<file path="config.mk">
export PLATFORM = sky130hd
export DESIGN_NAME = stage_ex
export DESIGN_NICKNAME = d
export VERILOG_FILES = /design/src/hw/ex_pkg.sv /design/src/hw/ex_ifs.sv /design/src/hw/alu_unit.sv /design/src/hw/branch_unit.sv /design/src/hw/completion_arbiter.sv /design/src/hw/mult_unit.sv /design/src/hw/operand_select.sv /design/src/hw/stage_ex.sv
export VERILOG_INCLUDE_DIRS = /design/src /design/src/hw
export SDC_FILE = /design/constraint.sdc
export NUM_CORES = 2
export LEC_CHECK = 0
export ABC_AREA = 1
export BUFFER_PORTS_ARGS = -buffer_cell sky130_fd_sc_hd__buf_2
export CAP_MARGIN = 20
export CELL_PAD_IN_SITES_DETAIL_PLACEMENT = 0
export CELL_PAD_IN_SITES_GLOBAL_PLACEMENT = 2
export CORE_ASPECT_RATIO = 1.5
export CORE_UTILIZATION = 39
export CTS_CLUSTER_SIZE = 28
export DETAILED_ROUTE_END_ITERATION = 10
export GPL_ROUTABILITY_DRIVEN = 0
export PLACE_DENSITY = 0.92
export SYNTH_ARGS = -nofsm -noshare
export SYNTH_HDL_FRONTEND = slang
export SYNTH_SLANG_ARGS = --single-unit
</file>
<file path="constraint.sdc">
create_clock -name clock -period 6.3 [get_ports clock]
set_clock_uncertainty 0.1 [all_clocks]
set_input_delay 0.315 -clock clock [delete_from_list [all_inputs] [get_ports clock]]
set_output_delay 0.315 -clock clock [all_outputs]
set_load 0.01 [all_outputs]
</file>
<file path="src/hw/ex_consts.svh">
// Execute stage widths, multiplier step count
// and poison words for bad operand selects

`ifndef EX_CONSTS_SVH
`define EX_CONSTS_SVH

`define XLEN        32
`define REG_IDX_W   5
`define ROB_TAG_W   4
`define SHAMT_W     5

// 64-bit multiplier operand retired 8 bits per step
`define MULT_STEPS  8

`define OPA_POISON  32'hdeadface
`define OPB_POISON  32'hfacefeed

`endif

</file>
<file path="src/hw/ex_pkg.sv">
// Execute stage package
// Word and field typedefs, operation and select enums

`default_nettype none

`include "ex_consts.svh"

package ex_pkg;

    typedef logic [`XLEN-1:0]      xlen_t;
    typedef logic [2*`XLEN-1:0]    dword_t;
    typedef logic [31:0]           inst_t;
    typedef logic [`REG_IDX_W-1:0] reg_idx_t;
    typedef logic [`ROB_TAG_W-1:0] rob_tag_t;
    typedef logic [2:0]            funct3_t;

    typedef enum logic [3:0] {
        ALU_ADD, ALU_SUB, ALU_SLT, ALU_SLTU, ALU_AND,
        ALU_OR, ALU_XOR, ALU_SLL, ALU_SRL, ALU_SRA,
        ALU_MUL, ALU_MULH, ALU_MULHSU, ALU_MULHU
    } alu_func_e;

    typedef enum logic [1:0] {
        OPA_IS_RS1, OPA_IS_NPC, OPA_IS_PC, OPA_IS_ZERO
    } opa_sel_e;

    typedef enum logic [2:0] {
        OPB_IS_RS2, OPB_IS_I_IMM, OPB_IS_S_IMM,
        OPB_IS_B_IMM, OPB_IS_U_IMM, OPB_IS_J_IMM
    } opb_sel_e;

    typedef enum logic [1:0] {
        MULT_IDLE, MULT_RUN, MULT_FINISH
    } mult_state_e;

endpackage

`default_nettype wire

</file>
<file path="src/hw/ex_ifs.sv">
// fu_op_if carries the selected operation to the units
// fu_done_if carries one finished result to the arbiter

`timescale 1ns/1ps
`default_nettype none

interface fu_op_if;
    import ex_pkg::*;

    xlen_t     opa;
    xlen_t     opb;
    alu_func_e alu_func;
    xlen_t     rs1;
    xlen_t     rs2;
    funct3_t   funct3;
    logic      cond_branch;
    logic      uncond_branch;
    xlen_t     npc;
    reg_idx_t  dest_reg;
    rob_tag_t  rob_tag;

    modport src  (output opa, opb, alu_func, rs1, rs2, funct3, cond_branch,
                  uncond_branch, npc, dest_reg, rob_tag);
    modport unit (input  opa, opb, alu_func, rs1, rs2, funct3, cond_branch,
                  uncond_branch, npc, dest_reg, rob_tag);
endinterface

interface fu_done_if;
    import ex_pkg::*;

    logic     done;         // One cycle pulse
    xlen_t    result;
    logic     take_branch;
    xlen_t    npc;
    reg_idx_t dest_reg;
    rob_tag_t rob_tag;

    modport unit (output done, result, take_branch, npc, dest_reg, rob_tag);
    modport arb  (input  done, result, take_branch, npc, dest_reg, rob_tag);
endinterface

`default_nettype wire

</file>
<file path="src/hw/alu_unit.sv">
// Single-cycle ALU with registered operands

`timescale 1ns/1ps
`default_nettype none

`include "ex_consts.svh"

module alu_unit (
    input  logic    clock,
    input  logic    reset,
    input  logic    alu_en,
    fu_op_if.unit   op,
    fu_done_if.unit done_if
);
    import ex_pkg::*;

    xlen_t                opa_q, opb_q, npc_q;
    alu_func_e            func_q;
    reg_idx_t             dest_q;
    rob_tag_t             tag_q;
    logic [`SHAMT_W-1:0]  shamt;

    assign shamt = opb_q[`SHAMT_W-1:0];

    always_ff @(posedge clock) begin
        if (reset) begin
            done_if.done <= 1'b0;
        end else begin
            done_if.done <= alu_en;
        end
    end

    // Operation capture
    always_ff @(posedge clock) begin
        if (alu_en) begin
            opa_q  <= op.opa;
            opb_q  <= op.opb;
            func_q <= op.alu_func;
            npc_q  <= op.npc;
            dest_q <= op.dest_reg;
            tag_q  <= op.rob_tag;
        end
    end

    always_comb begin
        case (func_q)
            ALU_ADD:  done_if.result = opa_q + opb_q;
            ALU_SUB:  done_if.result = opa_q - opb_q;
            ALU_AND:  done_if.result = opa_q & opb_q;
            ALU_OR:   done_if.result = opa_q | opb_q;
            ALU_XOR:  done_if.result = opa_q ^ opb_q;
            ALU_SLT:  done_if.result = xlen_t'($signed(opa_q) < $signed(opb_q));
            ALU_SLTU: done_if.result = xlen_t'(opa_q < opb_q);
            ALU_SLL:  done_if.result = opa_q << shamt;
            ALU_SRL:  done_if.result = opa_q >> shamt;
            ALU_SRA:  done_if.result = $signed(opa_q) >>> shamt;
            default:  done_if.result = '0;      // Multiply codes never issue here
        endcase
    end

    assign done_if.take_branch = 1'b0;
    assign done_if.npc         = npc_q;
    assign done_if.dest_reg    = dest_q;
    assign done_if.rob_tag     = tag_q;

endmodule

`default_nettype wire

</file>
<file path="src/hw/branch_unit.sv">
// Branch unit with target adder and condition check

`timescale 1ns/1ps
`default_nettype none

module branch_unit (
    input  logic    clock,
    input  logic    reset,
    input  logic    branch_en,
    fu_op_if.unit   op,
    fu_done_if.unit done_if
);
    import ex_pkg::*;

    xlen_t    opa_q, opb_q, rs1_q, rs2_q, npc_q;
    funct3_t  funct3_q;
    logic     cond_q, uncond_q;
    reg_idx_t dest_q;
    rob_tag_t tag_q;
    logic     cond_true;

    always_ff @(posedge clock) begin
        if (reset) begin
            done_if.done <= 1'b0;
        end else begin
            done_if.done <= branch_en;
        end
    end

    always_ff @(posedge clock) begin
        if (branch_en) begin
            opa_q    <= op.opa;
            opb_q    <= op.opb;
            rs1_q    <= op.rs1;
            rs2_q    <= op.rs2;
            funct3_q <= op.funct3;
            cond_q   <= op.cond_branch;
            uncond_q <= op.uncond_branch;
            npc_q    <= op.npc;
            dest_q   <= op.dest_reg;
            tag_q    <= op.rob_tag;
        end
    end

    ////////////////////////////////////////////////////////////
    // Condition from funct3
    ////////////////////////////////////////////////////////////

    always_comb begin
        case (funct3_q)
            3'b000:  cond_true = (rs1_q == rs2_q);                   // BEQ
            3'b001:  cond_true = (rs1_q != rs2_q);                   // BNE
            3'b100:  cond_true = ($signed(rs1_q) <  $signed(rs2_q)); // BLT
            3'b101:  cond_true = ($signed(rs1_q) >= $signed(rs2_q)); // BGE
            3'b110:  cond_true = (rs1_q <  rs2_q);                   // BLTU
            3'b111:  cond_true = (rs1_q >= rs2_q);                   // BGEU
            default: cond_true = 1'b0;
        endcase
    end

    // Jumps always taken
    assign done_if.take_branch = uncond_q | (cond_q & cond_true);
    assign done_if.result      = opa_q + opb_q;
    assign done_if.npc         = npc_q;
    assign done_if.dest_reg    = dest_q;
    assign done_if.rob_tag     = tag_q;

endmodule

`default_nettype wire

</file>
<file path="src/hw/completion_arbiter.sv">
// Completion arbiter with one waiting slot per unit,
// fixed priority ALU > multiplier > branch

`timescale 1ns/1ps
`default_nettype none

module completion_arbiter (
    input  logic             clock,
    input  logic             reset,
    fu_done_if.arb           alu_done,
    fu_done_if.arb           mult_done,
    fu_done_if.arb           branch_done,
    output logic             ex_valid,
    output ex_pkg::xlen_t    ex_result,
    output ex_pkg::xlen_t    ex_npc,
    output logic             ex_take_branch,
    output ex_pkg::reg_idx_t ex_dest_reg,
    output ex_pkg::rob_tag_t ex_rob_tag,
    output logic             free_alu,
    output logic             free_mult,
    output logic             free_branch
);
    import ex_pkg::*;

    localparam int NUM_SLOTS = 3;   // Index is also the priority rank

    typedef struct packed {
        xlen_t    result;
        logic     take_branch;
        xlen_t    npc;
        reg_idx_t dest_reg;
        rob_tag_t rob_tag;
    } slot_t;

    logic [NUM_SLOTS-1:0]         in_done, full, grant;
    logic [$clog2(NUM_SLOTS)-1:0] sel;
    slot_t                        in_slot [NUM_SLOTS];
    slot_t                        slot    [NUM_SLOTS];

    assign in_done    = {branch_done.done, mult_done.done, alu_done.done};
    assign in_slot[0] = {alu_done.result, alu_done.take_branch, alu_done.npc,
                         alu_done.dest_reg, alu_done.rob_tag};
    assign in_slot[1] = {mult_done.result, mult_done.take_branch, mult_done.npc,
                         mult_done.dest_reg, mult_done.rob_tag};
    assign in_slot[2] = {branch_done.result, branch_done.take_branch, branch_done.npc,
                         branch_done.dest_reg, branch_done.rob_tag};

    // Lowest full index wins
    always_comb begin
        sel   = '0;
        grant = '0;
        for (int i = NUM_SLOTS - 1; i >= 0; i--) begin
            if (full[i]) sel = i[$clog2(NUM_SLOTS)-1:0];
        end
        if (full[sel]) grant[sel] = 1'b1;
    end

    always_ff @(posedge clock) begin
        if (reset) begin
            full                              <= '0;
            ex_valid                          <= 1'b0;
            {free_branch, free_mult, free_alu} <= '0;
        end else begin
            full                              <= (full & ~grant) | in_done;
            ex_valid                          <= |full;
            {free_branch, free_mult, free_alu} <= grant;
        end
    end

    // Slot payloads and the result port
    always_ff @(posedge clock) begin
        for (int i = 0; i < NUM_SLOTS; i++) begin
            if (in_done[i]) slot[i] <= in_slot[i];
        end
        if (|full)
            {ex_result, ex_take_branch, ex_npc, ex_dest_reg, ex_rob_tag} <= slot[sel];
    end

endmodule

`default_nettype wire

</file>
<file path="src/hw/mult_unit.sv">
// Iterative shift-add multiplier for MUL, MULH, MULHSU and MULHU

`timescale 1ns/1ps
`default_nettype none

`include "ex_consts.svh"

module mult_unit (
    input  logic    clock,
    input  logic    reset,
    input  logic    mult_en,
    fu_op_if.unit   op,
    fu_done_if.unit done_if
);
    import ex_pkg::*;

    localparam int STEP_W = 2 * `XLEN / `MULT_STEPS;   // Multiplier bits per step
    localparam int CNT_W  = $clog2(`MULT_STEPS);

    mult_state_e      state;
    logic [CNT_W-1:0] step_cnt;
    dword_t           mcand, mplier, product;
    alu_func_e        func_q;
    xlen_t            npc_q;
    reg_idx_t         dest_q;
    rob_tag_t         tag_q;
    logic             signed_a, signed_b;
    logic             load;

    assign signed_a = op.alu_func inside {ALU_MUL, ALU_MULH, ALU_MULHSU};
    assign signed_b = op.alu_func inside {ALU_MUL, ALU_MULH};
    assign load     = mult_en && (state == MULT_IDLE);

    ////////////////////////////////////////////////////////////
    // Control FSM
    ////////////////////////////////////////////////////////////

    always_ff @(posedge clock) begin
        if (reset) begin
            state    <= MULT_IDLE;
            step_cnt <= '0;
        end else begin
            case (state)
                MULT_IDLE: if (mult_en) begin
                    state    <= MULT_RUN;
                    step_cnt <= '0;
                end
                MULT_RUN: begin
                    step_cnt <= step_cnt + 1'b1;
                    if (step_cnt == CNT_W'(`MULT_STEPS - 1))
                        state <= MULT_FINISH;
                end
                default: state <= MULT_IDLE;    // FINISH lasts one cycle
            endcase
        end
    end

    // Both operands widened to 64 bits, so the low 64 product bits are exact
    always_ff @(posedge clock) begin
        if (load) begin
            mcand   <= {{`XLEN{signed_a & op.opa[`XLEN-1]}}, op.opa};
            mplier  <= {{`XLEN{signed_b & op.opb[`XLEN-1]}}, op.opb};
            product <= '0;
            func_q  <= op.alu_func;
            npc_q   <= op.npc;
            dest_q  <= op.dest_reg;
            tag_q   <= op.rob_tag;
        end else if (state == MULT_RUN) begin
            product <= product + mcand * dword_t'(mplier[STEP_W-1:0]);
            mcand   <= mcand << STEP_W;
            mplier  <= mplier >> STEP_W;
        end
    end

    assign done_if.done        = (state == MULT_FINISH);
    assign done_if.result      = (func_q == ALU_MUL) ? product[`XLEN-1:0]
                                                     : product[2*`XLEN-1:`XLEN];
    assign done_if.take_branch = 1'b0;
    assign done_if.npc         = npc_q;
    assign done_if.dest_reg    = dest_q;
    assign done_if.rob_tag     = tag_q;

endmodule

`default_nettype wire

</file>
<file path="src/hw/operand_select.sv">
// Operand A/B muxes and RV32 immediate decode

`timescale 1ns/1ps
`default_nettype none

`include "ex_consts.svh"

module operand_select (
    input  ex_pkg::xlen_t     pc,
    input  ex_pkg::xlen_t     npc,
    input  ex_pkg::xlen_t     rs1_value,
    input  ex_pkg::xlen_t     rs2_value,
    input  ex_pkg::inst_t     inst,
    input  ex_pkg::opa_sel_e  opa_select,
    input  ex_pkg::opb_sel_e  opb_select,
    input  ex_pkg::alu_func_e alu_func,
    input  logic              cond_branch,
    input  logic              uncond_branch,
    input  ex_pkg::reg_idx_t  dest_reg,
    input  ex_pkg::rob_tag_t  rob_tag,
    fu_op_if.src              op
);
    import ex_pkg::*;

    xlen_t i_imm, s_imm, b_imm, u_imm, j_imm;

    // Sign-extended immediates, one per format
    assign i_imm = {{20{inst[31]}}, inst[31:20]};
    assign s_imm = {{20{inst[31]}}, inst[31:25], inst[11:7]};
    assign b_imm = {{19{inst[31]}}, inst[31], inst[7], inst[30:25], inst[11:8], 1'b0};
    assign u_imm = {inst[31:12], 12'b0};
    assign j_imm = {{11{inst[31]}}, inst[31], inst[19:12], inst[20], inst[30:21], 1'b0};

    always_comb begin
        case (opa_select)
            OPA_IS_RS1:  op.opa = rs1_value;
            OPA_IS_NPC:  op.opa = npc;
            OPA_IS_PC:   op.opa = pc;
            OPA_IS_ZERO: op.opa = '0;
            default:     op.opa = `OPA_POISON;
        endcase
    end

    always_comb begin
        case (opb_select)
            OPB_IS_RS2:   op.opb = rs2_value;
            OPB_IS_I_IMM: op.opb = i_imm;
            OPB_IS_S_IMM: op.opb = s_imm;
            OPB_IS_B_IMM: op.opb = b_imm;
            OPB_IS_U_IMM: op.opb = u_imm;
            OPB_IS_J_IMM: op.opb = j_imm;
            default:      op.opb = `OPB_POISON;   // Codes 6 and 7
        endcase
    end

    assign op.alu_func      = alu_func;
    assign op.rs1           = rs1_value;
    assign op.rs2           = rs2_value;
    assign op.funct3        = inst[14:12];
    assign op.cond_branch   = cond_branch;
    assign op.uncond_branch = uncond_branch;
    assign op.npc           = npc;
    assign op.dest_reg      = dest_reg;
    assign op.rob_tag       = rob_tag;

endmodule

`default_nettype wire

</file>
<file path="src/hw/stage_ex.sv">
// Execute stage top level
// Operand select, ALU, branch unit, multiplier and completion arbiter

`timescale 1ns/1ps
`default_nettype none

module stage_ex (
    input  logic              clock,
    input  logic              reset,
    input  logic              alu_en,
    input  logic              mult_en,
    input  logic              branch_en,
    input  ex_pkg::xlen_t     pc,
    input  ex_pkg::xlen_t     npc,
    input  ex_pkg::xlen_t     rs1_value,
    input  ex_pkg::xlen_t     rs2_value,
    input  ex_pkg::inst_t     inst,
    input  ex_pkg::opa_sel_e  opa_select,
    input  ex_pkg::opb_sel_e  opb_select,
    input  ex_pkg::alu_func_e alu_func,
    input  logic              cond_branch,
    input  logic              uncond_branch,
    input  ex_pkg::reg_idx_t  dest_reg,
    input  ex_pkg::rob_tag_t  rob_tag,
    output logic              ex_valid,
    output ex_pkg::xlen_t     ex_result,
    output ex_pkg::xlen_t     ex_npc,
    output logic              ex_take_branch,
    output ex_pkg::reg_idx_t  ex_dest_reg,
    output ex_pkg::rob_tag_t  ex_rob_tag,
    output logic              free_alu,
    output logic              free_mult,
    output logic              free_branch
);

    fu_op_if   op_bus ();
    fu_done_if alu_done_bus ();
    fu_done_if mult_done_bus ();
    fu_done_if branch_done_bus ();

    ////////////////////////////////////////////////////////////
    // Operand selection
    ////////////////////////////////////////////////////////////

    operand_select u_operand_select (
        .pc            (pc),
        .npc           (npc),
        .rs1_value     (rs1_value),
        .rs2_value     (rs2_value),
        .inst          (inst),
        .opa_select    (opa_select),
        .opb_select    (opb_select),
        .alu_func      (alu_func),
        .cond_branch   (cond_branch),
        .uncond_branch (uncond_branch),
        .dest_reg      (dest_reg),
        .rob_tag       (rob_tag),
        .op            (op_bus.src)
    );

    ////////////////////////////////////////////////////////////
    // Functional units
    ////////////////////////////////////////////////////////////

    alu_unit u_alu (
        .clock   (clock),
        .reset   (reset),
        .alu_en  (alu_en),
        .op      (op_bus.unit),
        .done_if (alu_done_bus.unit)
    );

    branch_unit u_branch (
        .clock     (clock),
        .reset     (reset),
        .branch_en (branch_en),
        .op        (op_bus.unit),
        .done_if   (branch_done_bus.unit)
    );

    mult_unit u_mult (
        .clock   (clock),
        .reset   (reset),
        .mult_en (mult_en),
        .op      (op_bus.unit),
        .done_if (mult_done_bus.unit)
    );

    completion_arbiter u_arbiter (
        .clock          (clock),
        .reset          (reset),
        .alu_done       (alu_done_bus.arb),
        .mult_done      (mult_done_bus.arb),
        .branch_done    (branch_done_bus.arb),
        .ex_valid       (ex_valid),
        .ex_result      (ex_result),
        .ex_npc         (ex_npc),
        .ex_take_branch (ex_take_branch),
        .ex_dest_reg    (ex_dest_reg),
        .ex_rob_tag     (ex_rob_tag),
        .free_alu       (free_alu),
        .free_mult      (free_mult),
        .free_branch    (free_branch)
    );

endmodule

`default_nettype wire

</file>
==> results.cfg <==
[yosys]
yosys-top-cells-area = edfxtp_1 (37%), fa_1 (14%), nand2_1 (12%)
synth_edf_count = 722
synth_area_um2 = 58700
yosysSeqAreaShare_pct = 39.6
synth_top_area_cell = edfxtp_1
synthFlopType = edfxtp_1
ys_warn_count = 0
syn_nets = 7810
syn_area_per_cell_um2 = 8.41
yosys.area.top_type_share_pct = 36.9
synth.distinct_cells = 68
async_flop_share_pct = 0
synthCells = 6977
ys_ff_latch = 800

[place]
dpl.hpwl_mm = 172
portBuffers = 255
postPlaceCellArea_um2 = 61900

[timing]
slew_headroom_pct = 22.8
period_needed_ns = 5.67
max_freq_mhz = 176
slew_viol_final = 0
tightestPinTransition_ns = 1.15
hold_violations = 0
fin_setup_tns_ns = 0
post-route-period-util_pct = 90.0
setup_violations = 0
rsz0062_at_grt = false

[global_routing]
track_usage_pct = 29.4
grt_max_degree = 109
grt_pass1_vias = 49900
antenna_found_initial = 9
grt-ovfl-total = 0
grt_pass1_wl_mm = 326

[cts]
clk_pin_slew_ns = 0.07
clk_path_buf_depth = 3
cts_resized = 0
cts_root_buf = clkbuf_16
cts_tree = yes
cts_inserted_buffers = 82
cts_max_level = 3
clock-sinks = 800
clk_latency_ns = 0.73

[routing]
finalWirelength_mm = 226
wl_met1_mm = 78.1
top_layer = met5
first_iter_violations = 4580
num_vias = 49600
drc = 0
wl_met2_mm = 113
avgRoutedWirePerCell_um = 24.5
dr_wl_met3_mm = 14.4
vias_per_cell = 5.38
first_pass_iters = 8
ant_nets = 0

[worst_setup_path]
cp-end-kind = flop
path_depth = 21
critPathTopFamily = adder cells
crit_fanout = 9
cpPeakStageDelay_ns = 0.82
crit_type = reg -> reg
slowest_stage = edfxtp_1
cp.required_ns = 6.81
rr_worst_depth = 21
start_kind = flop
worst-path-buf-inv = 4
arrival_ns = 6.18
path_cells = nand2_1, fa_1, inv_1, fa_1, fa_1, inv_1, fa_1, inv_1, ha_1, a21oi_1, o21ai_0, a21oi_1, nor2_1, nor2_1, nor2_1, nor2_1, nand2_1, nand2_1, nand3_1, nand2_1, inv_1

[finish]
fill_cells = 14700
largest_reg_flops = 220
syn_to_final_growth_pct = 12.2
fin_area_um2 = 65900
nNetsFinal = 8045
top_register = u_arbiter.slot
largestRegisters = u_arbiter.slot x220, u_mult.mcand x64, u_mult.product x64
drive_above_1_share_pct = 7.57

[floorplan]
dieHeight_um = 477
io_pins = 263
dieArea_um2 = 152000
fp.dieW_um = 319
start_util_pct = 39.2
core_area_um2 = 150000
num_rows = 174

[min_path]
hp-class = in -> reg
hold_path_depth = 2

[pwr]
powerDensity_nw_per_um2 = 562
peakVddDrop_uv = 432
p_leak_uw = 0.0317

[job]
cap_violations = 0

[outcome]
outcome = finished clean
## cell usage after synthesis (21+ instances only)
cell and n:
fa_1 413, nand2_1 1863, o21ai_2 22, dfxtp_1 78, buf_2 43, nand3_1 506
nor3_1 43, nand4_1 63, xor2_1 56, inv_1 1358, nor2_1 367, o211ai_1 48
o22ai_1 22, clkbuf_1 190, edfxtp_1 722, o21ai_1 72, ha_1 235, a21oi_1 264
o21ai_0 285, buf_1 43, o21bai_1 29, inv_2 21
## final timing paths
path                            slack [ns]                    end                startpoint
worst max-delay path                  0.63     u_mult.product[60]          u_mult.mcand[31]
worst min-delay path                  0.03        u_alu.opb_q[21]                  inst[21]
worst max register to register        0.63     u_mult.product[60]          u_mult.mcand[31]
worst min register to register        0.31  u_arbiter.slot[2][38]  u_branch.done_if.npc[29]
## worst register-to-register path: stages, from the launching register on
cell and delay [ns]:
edfxtp_1 0.82, nand2_1 0.17, fa_1 0.53, inv_1 0.05, fa_1 0.48, fa_1 0.55, inv_1 0.05, fa_1 0.47
inv_1 0.04, ha_1 0.33, a21oi_1 0.29, o21ai_0 0.28, a21oi_1 0.36, nor2_1 0.09, nor2_1 0.21, nor2_1 0.11
nor2_1 0.27, nand2_1 0.09, nand2_1 0.07, nand3_1 0.07, nand2_1 0.10, inv_1 0.04
## layer usage
layer | vias up | global-route usage, %
met1 | 24100 | 31.5
met4 | 4 | 22.9
met3 | 682 | 4.10
met2 | 2187 | 51.8
met5 | - | 0
li1 | 22600 | -
## cells in the final DEF (no fill, tap or decap), types with 72 or more instances in the layout
master         synthesis  final
nand3_1              506    504
nand2_1             1863   1858
ha_1                 235    235
edfxtp_1             722    722
o21ai_0              285    285
clkbuf_16              0     82
fa_1                 413    413
dlygate4sd3_1          0    122
inv_1               1358   1355
buf_2                 43    253
nor2_1               367    363
a21oi_1              264    264
dfxtp_1               78     75
o21ai_1               72     72
## repair_timing
item,4_1_cts,5_1_grt
endpoints found under the hold margin,219,0
setup buffers,0,0
hold buffers,122,0
## metrics by stage
step	setup slack (ns)	total power, uW	std cells	utilization, %	hold WS, ns
after detailed placement	0.722	31600	8942	41.4	0.305
after global placement	0.703	31500	8941	41.4	0.300
after global routing	0.462	40000	9221	44.0	0.0444
after floorplan	1.63	23400	6977	-	0.284
after CTS	0.693	36900	9214	44.0	0.00720
final	0.632	37000	9225	44.0	0.0312
## cell families (layout without fill, tap and decap cells)
family | Yosys count | count (layout) | share of synthesized area (%)
fa+ha+maj | 648 | 648 | 19.1
buf+inv | 1671 | 1972 | 10.9
compound gates | 879 | 879 | 8.77
mux | 11 | 11 | 0.188
flops | 800 | 800 | 39.6
other cells | 0 | 11 | 0
xor+xnor | 70 | 70 | 1.04
simple gates | 2898 | 2898 | 20.4
## final cells by class
cell class              instances  area, um^2  area share (%)
diodes                         11        27.5          0.0418
well taps                    1936        2420            3.68
inverters                    1381        5190            7.88
flip-flops and latches        800       23300            35.3
repair buffers                441        3110            4.73
multi-input cells            4506       29100            44.2
clock inverters                45         589           0.895
clock buffers                 105        2170            3.29
## report_power, final
part           total, uW  internal (uW)  switching [uW]  leakage (uW)
sequential          7100           6540             561       0.00757
combinational      24900           7870           17000        0.0228
clock               5070           2780            2290       0.00132
total              37000          17200           19800        0.0317
Note: power is estimated with default switching activity, not from simulation.
